$ cat config.mk
export PLATFORM = sky130hd
export DESIGN_NAME = prefetcherTop
export DESIGN_NICKNAME = d
export VERILOG_FILES = /design/src/prefetchPkg.sv /design/src/blockMatch.sv /design/src/prefetchQueue.sv /design/src/nextLinePrefetcher.sv /design/src/queueArbiter.sv /design/src/prefetcherTop.sv
export SDC_FILE = /design/constraint.sdc
export NUM_CORES = 1
export LEC_CHECK = 0
export BUFFER_PORTS_ARGS = -buffer_cell sky130_fd_sc_hd__buf_2
export CORE_MARGIN = 4
export CORE_UTILIZATION = 30
export CTS_CLUSTER_SIZE = 8
export DETAILED_ROUTE_END_ITERATION = 10
export SLEW_MARGIN = 20
export SYNTH_ARGS = -nofsm -noshare
export SYNTH_HDL_FRONTEND = slang
export SYNTH_SLANG_ARGS = --single-unit
$ cat constraint.sdc
create_clock -name clk -period 15.9 [get_ports clk]
set_input_delay 3.18 -clock clk [delete_from_list [all_inputs] [get_ports clk]]
set_output_delay 3.18 -clock clk [all_outputs]
set_load 0.01 [all_outputs]
$ cat src/prefetchPkg.sv
// shared types for the read prefetcher
// blocks are BLOCK_W bits (8 bytes), addresses are byte addresses
// CNT_W must be at least LOG_QUEUE_SIZE+1 of the queue instance
package prefetchPkg;

    localparam int ADDR_W  = 32;    // address field width
    localparam int BLOCK_W = 64;    // one data block
    localparam int CNT_W   = 4;     // outstanding prefetch counter, fits LOG_QUEUE_SIZE 3

    // queue command opcodes, same numbering as the older data path
    typedef enum logic [2:0] {
        opNop       = 3'd0,
        opPrefReq   = 3'd1,
        opMasterReq = 3'd2,
        opSlaveData = 3'd3,
        opPop       = 3'd4
    } queueOp;

    typedef enum logic [2:0] {
        errNone     = 3'd0,
        errLost     = 3'd1,     // strobe dropped by the arbiter
        errFull     = 3'd2,     // request while queue full
        errNotReady = 3'd3,     // pop with nothing to return
        errOverflow = 3'd4      // slave beat with no slot waiting
    } errCode;

    typedef struct packed {
        queueOp              op;
        logic [ADDR_W-1:0]   addr;
        logic [BLOCK_W-1:0]  data;  // slave beat, already one cycle late
        logic                last;  // last beat of the slave burst
    } queueCmd;

    typedef struct packed {
        logic             addrHit;
        logic             respValid;
        logic             almostFull;
        logic             hasOutstanding;
        logic [CNT_W-1:0] prefetchReqCnt;
    } queueStatus;

endpackage

$ cat src/blockMatch.sv
// address search over the burst heads of the queue
// lowest matching index wins, purely combinational
module blockMatch #(
    parameter int  LOG_QUEUE_SIZE = 3,
    localparam int QUEUE_SIZE     = 1 << LOG_QUEUE_SIZE
) (
    input  logic [prefetchPkg::ADDR_W-1:0] addr,
    input  logic [prefetchPkg::ADDR_W-1:0] blockAddr [QUEUE_SIZE],
    input  logic [QUEUE_SIZE-1:0]          headMask,   // valid burst heads
    output logic                           hit,
    output logic [LOG_QUEUE_SIZE-1:0]     matchIdx
);

    always_comb begin
        hit      = 1'b0;
        matchIdx = '0;
        // scan downward so the lowest match is the one left standing
        for (int i = QUEUE_SIZE - 1; i >= 0; i--) begin
            if (headMask[i] && blockAddr[i] == addr) begin
                hit      = 1'b1;
                matchIdx = LOG_QUEUE_SIZE'(i);
            end
        end
    end

endmodule

$ cat src/prefetchQueue.sv
// burst queue of the prefetcher, one command per cycle
// QUEUE_SIZE must be a multiple of BURST_LEN so bursts never straddle the wrap
// slave beats fill blocks strictly in allocation order
// a zero-promise head is only skipped when the next burst can be popped
module prefetchQueue #(
    parameter int  LOG_QUEUE_SIZE = 3,
    parameter int  BURST_LEN      = 2,
    parameter int  PROMISE_WIDTH  = 3,
    localparam int QUEUE_SIZE     = 1 << LOG_QUEUE_SIZE
) (
    input  logic                            clk,
    input  logic                            resetN,
    input  prefetchPkg::queueCmd            cmd,
    input  logic                            lostCmd,
    input  logic [LOG_QUEUE_SIZE-1:0]       almostFullSpacer,  // in bursts
    output prefetchPkg::queueStatus         status,
    output logic [prefetchPkg::BLOCK_W-1:0] respData,
    output logic                            respLast,
    output prefetchPkg::errCode             errorCode
);

    localparam int VCNT_W = LOG_QUEUE_SIZE + 1;
    localparam logic [LOG_QUEUE_SIZE-1:0] BURST_STEP = LOG_QUEUE_SIZE'(BURST_LEN);

    logic [prefetchPkg::BLOCK_W-1:0] dataMat [QUEUE_SIZE];
    logic [prefetchPkg::ADDR_W-1:0]  blockAddr [QUEUE_SIZE];   // meaningful at heads only
    logic [PROMISE_WIDTH-1:0]        promiseCnt [QUEUE_SIZE];  // kept per head
    logic [QUEUE_SIZE-1:0] validVec, dataValidVec, lastVec;
    logic [QUEUE_SIZE-1:0] addrValid;     // set on burst heads
    logic [QUEUE_SIZE-1:0] prefetchVec;   // head allocated by prefetch and not yet asked for
    logic [LOG_QUEUE_SIZE-1:0] headPtr, tailPtr, readDataPtr, burstOffset;
    logic [LOG_QUEUE_SIZE-1:0] curIdx, nextHead, popBase, popIdx, matchIdx;
    logic [VCNT_W-1:0]               validCnt;
    logic [prefetchPkg::CNT_W-1:0]   prefCnt;
    logic addrHit, isFull, curReady, nextReady, respValid;
    logic allocate, slaveOk;

    blockMatch #(.LOG_QUEUE_SIZE(LOG_QUEUE_SIZE)) headSearch (
        .addr     (cmd.addr),
        .blockAddr(blockAddr),
        .headMask (validVec & addrValid),
        .hit      (addrHit),
        .matchIdx (matchIdx)
    );

    always_comb begin
        validCnt = '0;
        prefCnt  = '0;
        for (int i = 0; i < QUEUE_SIZE; i++) begin
            validCnt = validCnt + VCNT_W'(validVec[i]);
            prefCnt  = prefCnt + prefetchPkg::CNT_W'(prefetchVec[i]);
        end

        curIdx    = headPtr + burstOffset;
        nextHead  = headPtr + BURST_STEP;
        curReady  = validVec[curIdx] && dataValidVec[curIdx] && promiseCnt[headPtr] != '0;
        nextReady = validVec[nextHead] && dataValidVec[nextHead] && promiseCnt[nextHead] != '0;
        respValid = curReady || (promiseCnt[headPtr] == '0 && nextReady);
        popBase   = curReady ? headPtr : nextHead;   // skip an unpromised head
        popIdx    = popBase + burstOffset;

        isFull   = (VCNT_W'(QUEUE_SIZE) - validCnt) < VCNT_W'(BURST_LEN);
        allocate = (cmd.op == prefetchPkg::opMasterReq || cmd.op == prefetchPkg::opPrefReq)
                   && !addrHit && !isFull;
        slaveOk  = validVec[readDataPtr] && !dataValidVec[readDataPtr];

        status.addrHit        = addrHit;
        status.respValid      = respValid;
        status.almostFull     = 32'(validCnt) + 32'(almostFullSpacer) * 32'(BURST_LEN)
                                >= 32'(QUEUE_SIZE);
        status.hasOutstanding = |(validVec & ~dataValidVec);  // blocks still waiting for DRAM
        status.prefetchReqCnt = prefCnt;
        respData = dataMat[popIdx];
        respLast = lastVec[popIdx];
    end

    // payload storage
    always_ff @(posedge clk) begin
        if (cmd.op == prefetchPkg::opSlaveData && slaveOk) begin
            dataMat[readDataPtr] <= cmd.data;
        end
        if (allocate) begin
            blockAddr[tailPtr] <= cmd.addr;
        end
    end

    always_ff @(posedge clk or negedge resetN) begin
        if (!resetN) begin
            validVec     <= '0;
            dataValidVec <= '0;
            lastVec      <= '0;
            addrValid    <= '0;
            prefetchVec  <= '0;
            headPtr      <= '0;
            tailPtr      <= '0;
            readDataPtr  <= '0;
            burstOffset  <= '0;
            errorCode    <= prefetchPkg::errNone;
            for (int i = 0; i < QUEUE_SIZE; i++) begin
                promiseCnt[i] <= '0;
            end
        end else begin
            errorCode <= prefetchPkg::errNone;   // one-cycle report
            case (cmd.op)
                prefetchPkg::opPrefReq, prefetchPkg::opMasterReq: begin
                    if (cmd.op == prefetchPkg::opMasterReq && addrHit) begin
                        promiseCnt[matchIdx]  <= promiseCnt[matchIdx] + 1'b1;
                        prefetchVec[matchIdx] <= 1'b0;   // prefetch now promised
                    end else if (allocate) begin
                        for (int k = 0; k < BURST_LEN; k++) begin
                            validVec[tailPtr + LOG_QUEUE_SIZE'(k)]     <= 1'b1;
                            dataValidVec[tailPtr + LOG_QUEUE_SIZE'(k)] <= 1'b0;
                            addrValid[tailPtr + LOG_QUEUE_SIZE'(k)]    <= 1'b0;
                        end
                        addrValid[tailPtr]   <= 1'b1;
                        prefetchVec[tailPtr] <= (cmd.op == prefetchPkg::opPrefReq);
                        promiseCnt[tailPtr]  <= (cmd.op == prefetchPkg::opMasterReq)
                                                ? PROMISE_WIDTH'(1) : '0;
                        tailPtr <= tailPtr + BURST_STEP;
                    end else if (!addrHit) begin
                        errorCode <= prefetchPkg::errFull;
                    end
                    // a prefetch hit is already queued and needs nothing
                end
                prefetchPkg::opSlaveData: begin
                    if (slaveOk) begin
                        dataValidVec[readDataPtr] <= 1'b1;
                        lastVec[readDataPtr]      <= cmd.last;
                        readDataPtr               <= readDataPtr + 1'b1;
                    end else begin
                        errorCode <= prefetchPkg::errOverflow;
                    end
                end
                prefetchPkg::opPop: begin
                    if (!respValid) begin
                        errorCode <= prefetchPkg::errNotReady;
                    end else begin
                        if (!curReady) begin   // free the zero-promise head
                            for (int k = 0; k < BURST_LEN; k++) begin
                                validVec[headPtr + LOG_QUEUE_SIZE'(k)] <= 1'b0;
                            end
                            addrValid[headPtr]   <= 1'b0;
                            prefetchVec[headPtr] <= 1'b0;
                            headPtr              <= nextHead;
                        end
                        if (lastVec[popIdx]) begin
                            promiseCnt[popBase] <= promiseCnt[popBase] - 1'b1;  // promise served
                            burstOffset         <= '0;
                        end else begin
                            burstOffset <= burstOffset + 1'b1;
                        end
                    end
                end
                default: ;   // opNop
            endcase
            if (lostCmd) begin
                errorCode <= prefetchPkg::errLost;
            end
        end
    end

endmodule

$ cat src/nextLinePrefetcher.sv
// next-line prefetch engine, one pending request at most
// a newer master miss replaces the pending one
// nothing is offered while the queue reports almostFull
module nextLinePrefetcher #(
    parameter int BURST_LEN = 2
) (
    input  logic                           clk,
    input  logic                           resetN,
    input  logic                           masterReq,
    input  logic [prefetchPkg::ADDR_W-1:0] masterAddr,
    input  prefetchPkg::queueStatus        status,
    input  logic                           prefGrant,
    output logic                           prefValid,
    output logic [prefetchPkg::ADDR_W-1:0] prefAddr
);

    // bytes covered by one burst
    localparam logic [prefetchPkg::ADDR_W-1:0] LINE_STEP =
        prefetchPkg::ADDR_W'(BURST_LEN * (prefetchPkg::BLOCK_W / 8));

    logic pending;
    logic masterMiss;

    assign masterMiss = masterReq && !status.addrHit;   // hit is searched on masterAddr

    always_ff @(posedge clk or negedge resetN) begin
        if (!resetN) begin
            pending <= 1'b0;
        end else if (masterMiss) begin
            pending <= 1'b1;
        end else if (prefGrant || status.almostFull) begin
            pending <= 1'b0;   // sent, or dropped near full
        end
    end

    always_ff @(posedge clk) begin
        if (masterMiss) begin
            prefAddr <= masterAddr + LINE_STEP;
        end
    end

    // hidden while almostFull so the arbiter never grants a dropped request
    assign prefValid = pending && !status.almostFull;

endmodule

$ cat src/queueArbiter.sv
// fixed priority merge onto the single queue command port
// order is slave data, master request, pop, prefetch
// slave beats are delayed one cycle, losers are dropped and flagged
module queueArbiter (
    input  logic                            clk,
    input  logic                            resetN,
    input  logic                            slaveValid,
    input  logic                            slaveLast,
    input  logic [prefetchPkg::BLOCK_W-1:0] slaveData,
    input  logic                            masterReq,
    input  logic                            masterPop,
    input  logic [prefetchPkg::ADDR_W-1:0]  masterAddr,
    input  logic                            prefValid,
    input  logic [prefetchPkg::ADDR_W-1:0]  prefAddr,
    output prefetchPkg::queueCmd            cmd,
    output logic                            prefGrant,
    output logic                            lostCmd
);

    logic                            slaveValidD;
    logic                            slaveLastD;
    logic [prefetchPkg::BLOCK_W-1:0] slaveDataD;

    always_ff @(posedge clk or negedge resetN) begin
        if (!resetN) slaveValidD <= 1'b0;
        else         slaveValidD <= slaveValid;
    end

    always_ff @(posedge clk) begin
        slaveDataD <= slaveData;   // captured every cycle
        slaveLastD <= slaveLast;
    end

    always_comb begin
        prefGrant = prefValid && !slaveValidD && !masterReq && !masterPop;
        lostCmd   = (masterReq && slaveValidD) || (masterPop && (slaveValidD || masterReq));
        cmd.data  = slaveDataD;
        cmd.last  = slaveLastD;
        cmd.addr  = prefGrant ? prefAddr : masterAddr;   // master addr drives the hit search
        if (slaveValidD)    cmd.op = prefetchPkg::opSlaveData;
        else if (masterReq) cmd.op = prefetchPkg::opMasterReq;
        else if (masterPop) cmd.op = prefetchPkg::opPop;
        else if (prefValid) cmd.op = prefetchPkg::opPrefReq;
        else                cmd.op = prefetchPkg::opNop;
    end

endmodule

$ cat src/prefetcherTop.sv
// read prefetcher top, no back-pressure toward master or slave
// at most one of masterReq, masterPop, slaveValid per cycle is expected
module prefetcherTop #(
    parameter int LOG_QUEUE_SIZE = 3,
    parameter int BURST_LEN      = 2,
    parameter int PROMISE_WIDTH  = 3
) (
    input  logic                            clk,
    input  logic                            resetN,
    input  logic                            masterReq,
    input  logic [prefetchPkg::ADDR_W-1:0]  masterAddr,
    input  logic                            masterPop,
    input  logic                            slaveValid,
    input  logic [prefetchPkg::BLOCK_W-1:0] slaveData,
    input  logic                            slaveLast,
    input  logic [LOG_QUEUE_SIZE-1:0]       almostFullSpacer,
    output logic                            respValid,
    output logic [prefetchPkg::BLOCK_W-1:0] respData,
    output logic                            respLast,
    output logic                            addrHit,
    output logic                            almostFull,
    output logic                            hasOutstanding,
    output logic [prefetchPkg::CNT_W-1:0]   prefetchReqCnt,
    output prefetchPkg::errCode             errorCode
);

    prefetchPkg::queueCmd           cmd;
    prefetchPkg::queueStatus        status;
    logic                           prefValid, prefGrant, lostCmd;
    logic [prefetchPkg::ADDR_W-1:0] prefAddr;

    queueArbiter arbiter (
        .clk(clk), .resetN(resetN),
        .slaveValid(slaveValid), .slaveLast(slaveLast), .slaveData(slaveData),
        .masterReq(masterReq), .masterPop(masterPop), .masterAddr(masterAddr),
        .prefValid(prefValid), .prefAddr(prefAddr),
        .cmd(cmd), .prefGrant(prefGrant), .lostCmd(lostCmd)
    );

    nextLinePrefetcher #(.BURST_LEN(BURST_LEN)) prefetcher (
        .clk(clk), .resetN(resetN),
        .masterReq(masterReq), .masterAddr(masterAddr),
        .status(status), .prefGrant(prefGrant),
        .prefValid(prefValid), .prefAddr(prefAddr)
    );

    prefetchQueue #(
        .LOG_QUEUE_SIZE(LOG_QUEUE_SIZE), .BURST_LEN(BURST_LEN), .PROMISE_WIDTH(PROMISE_WIDTH)
    ) queue (
        .clk(clk), .resetN(resetN),
        .cmd(cmd), .lostCmd(lostCmd), .almostFullSpacer(almostFullSpacer),
        .status(status), .respData(respData), .respLast(respLast), .errorCode(errorCode)
    );

    // status fields out to ports
    assign respValid      = status.respValid;
    assign addrHit        = status.addrHit;
    assign almostFull     = status.almostFull;
    assign hasOutstanding = status.hasOutstanding;
    assign prefetchReqCnt = status.prefetchReqCnt;

endmodule

==> run metrics <==
yosys warns=0; Flop pwr share=27.6%; Final Cycle Share=73.8%; post-CTS sizing=0; vias in the first global route=25,448; largest net degree at the start of global routing=99; most frequent cells in the layout=672 x edfxtp_1, 179 x buf_2, 153 x nand2_1; max-slew violations=0; initial antenna violation count=18; Hold Crit Class=reg -> reg; Hold EP=queue.addrValid[6]; cell count after synthesis=2,647; DRC=0; via count of the routed design=25,488; WP data arrival=8.55 ns; starting density of the core=between 30% and 40%; fin util=a little over a third; first-pass GRT wire length=189,000 um; peak supply drop=between 200 and 300 uV; Post-DRT Antenna Nets=0; Post-Syn Area=~0.038 mm^2; Final min period=11.73 ns; routability cong.=1.00; hold path cells=2; Skew-Pair Late Insertion Delay=0.72 ns; Clock transition at path regs=roughly 0.050 ns; DR pass1 iterations=6; P&R area growth vs syn=16.4%; Crit Path Class=reg -> out; worst reg2reg startpoint=queue.validVec[0]; post-DR wirelength/cell=approximately 29 um; final hold violation count=0; Setup Viol. Count Final=0; Internal=6270 uW; switching power=between 4000 and 5000 uW; # clock sinks=816; Async SR Flop Fraction=between 9 and 10%; CP startpoint=queue.validVec[0]; most common cell after layout, fill and taps aside=edfxtp_1; Syn Area/Cell=14.2 um^2; layout cells sized above 1=21.3%; Post-Syn Nets=around 2,800; total CTS buffers=113; Max Freq=~85 MHz; top cells by area, synth=edfxtp_1 54%, mux4_2 8.2%, dfrtp_1 5.3%, dfxtp_1 3.5%, mux2_2 2.5%; R2R setup slack=approximately 6 ns; # hold bufs at CTS=0; Synth Flop Type=edfxtp_1; chip width=362 um; Worst EP required=about 13 ns; Pleak=0.0150 uW; post-CTS setup repair buffer count=0; Post-synth EDFFs=672; Clk network pwr share=20.2%; sequential area share after synthesis=62.5%; initial DRC count=3,149; CP max FO=27; Root Buffer Master=clkbuf_16; Core Box Area=~0.12 mm^2; fin nets=2,991; number of synthesized register bits=816; Slew HR=around a quarter; Longest Clk Path Bufs=3; MaxCap Viol Count=0; WL final=134,000 um; area leader, netlist=edfxtp_1; row cnt=129; I/O pin count=approximately 180; PwrDens=252 mW/mm^2; status=finished, final reports clean; CTS tree=built; via/cell ratio=5.57; Reg2Reg Capture Point=queue.promiseCnt[10]; Final HPWL DP=91,000 um; grt total ovfl=0; RSZ-0062 raised after global routing=no; Hold Crit Start=queue.addrValid[6]; level count of the clock H-tree=3; I/O Buffers=between 150 and 200; count of different cell masters after synthesis=around 110; Synth top area share=53.8%; Least-Margin Pin Slew=1.08 ns; Critical Path End Type=primary output; reg2reg path depth=26; Total GRT Usage=19.9%; Setup TNS Final=0 ns; die area=0.131 mm^2; switching share of power=43.0%; Die Y=around 360 um; Logic pwr share=52.1%; Critical Path Start Type=flip-flop; worst clock skew=a little under 0.09 ns
## state kept, by name (all words and copies together), names as in the netlist, 2 cells and up
signal / flops
queue.headPtr: 2
queue.prefetchVec: 8
queue.errorCode: 3
queue.burstOffset: 3
queue.validVec: 8
queue.blockAddr: 128
arbiter.slaveDataD: 64
queue.dataMat: 512
queue.readDataPtr: 3
queue.dataValidVec: 8
prefetcher.prefAddr: 32
queue.tailPtr: 2
queue.lastVec: 8
queue.promiseCnt: 24
queue.addrValid: 8
## Yosys cell counts, drive strengths merged, types with 73 or more instances
master	instances
a21oi	102
nor2	73
inv	130
nor2b	76
nand2	154
mux4	136
mux2	84
xnor2	82
nand2b	73
o21ai	84
clkbuf	97
dfrtp	79
edfxtp	672
## kinds of logic after synthesis
group           Yosys count  share of synthesized area (%)
compound gates          471                           8.91
xor+xnor                143                           3.36
fa+ha+maj                34                           1.31
buf+inv                 269                           2.95
flops                   816                           62.5
mux                     230                           10.9
simple gates            684                           10.0
## cell type report
| class | instances | area, um^2 |
|---|---|---|
| antenna | 10 | 25.0 |
| sequential | 816 | 23500 |
| tap | 1637 | 2050 |
| clock inverter | 10 | 201 |
| inverter | 132 | 495 |
| multi-input combinational | 1562 | 13100 |
| fill | 11999 | 80300 |
| timing repair buffer | 227 | 1270 |
| clock buffer | 184 | 3110 |
## routing by layer
metal / part of all wire (%) / up-vias / track usage [%]
met5: 0.016 / - / 0
met3: 10 / 340 / 5.62
met1: 41 / 12879 / 26.8
met2: 44 / 1543 / 30.0
li1: - / 10722 / -
met4: 5.0 / 4 / 8.99
## power by group through the flow
stage          registers, uW  logic [uW]  clock network, uW
3_5_place_dp            3060        5690                  0
5_1_grt                 3060        6060               2380
2_1_floorplan           2910        3660                  0
4_1_cts                 3020        5710               2280
6_report                3040        5730               2220
3_3_place_gp            3060        5690                  0
## worst max-delay path by stage
stage	cells past startpoint	to	slack [ns]
5_1_grt	21	addrHit	3.90
3_5_place_dp	15	addrHit	4.47
4_1_cts	21	addrHit	4.24
6_report	21	addrHit	4.17
2_1_floorplan	14	addrHit	6.21
3_3_place_gp	15	addrHit	4.61
## through the flow
| step | setup slack [ns] | hold WS, ns | cells | total power, uW | cell area (um^2) |
|---|---|---|---|---|---|
| floorplan | 6.21 | 0.447 | 2647 | 6560 | 37500 |
| finish | 4.17 | 0.481 | 4578 | 11000 | 43700 |
| detailed placement | 4.47 | 0.470 | 4374 | 8750 | 40300 |
| global route | 3.90 | 0.477 | 4568 | 11500 | 43600 |
| global placement | 4.61 | 0.460 | 4374 | 8750 | 40300 |
| CTS | 4.24 | 0.471 | 4568 | 11000 | 43600 |
## worst max-delay path, stage by stage, from the launching register on
cell and delay [ns]:
dfrtp_1 0.42, ha_1 0.30, inv_1 0.05, fa_1 0.49
fa_1 0.43, fa_1 0.51, fa_1 0.58, inv_1 0.07
ha_1 0.23, fa_1 0.57, or4b_4 0.79, o21ai_4 0.34
buf_4 0.51, o22ai_2 0.16, a2111oi_1 0.55, nand4_1 0.18
or4b_1 0.56, o21ai_1 0.44, nand4b_2 0.27, nor2_1 0.17
inv_1 0.13, buf_2 0.14
(Power assumes the default switching activity.)
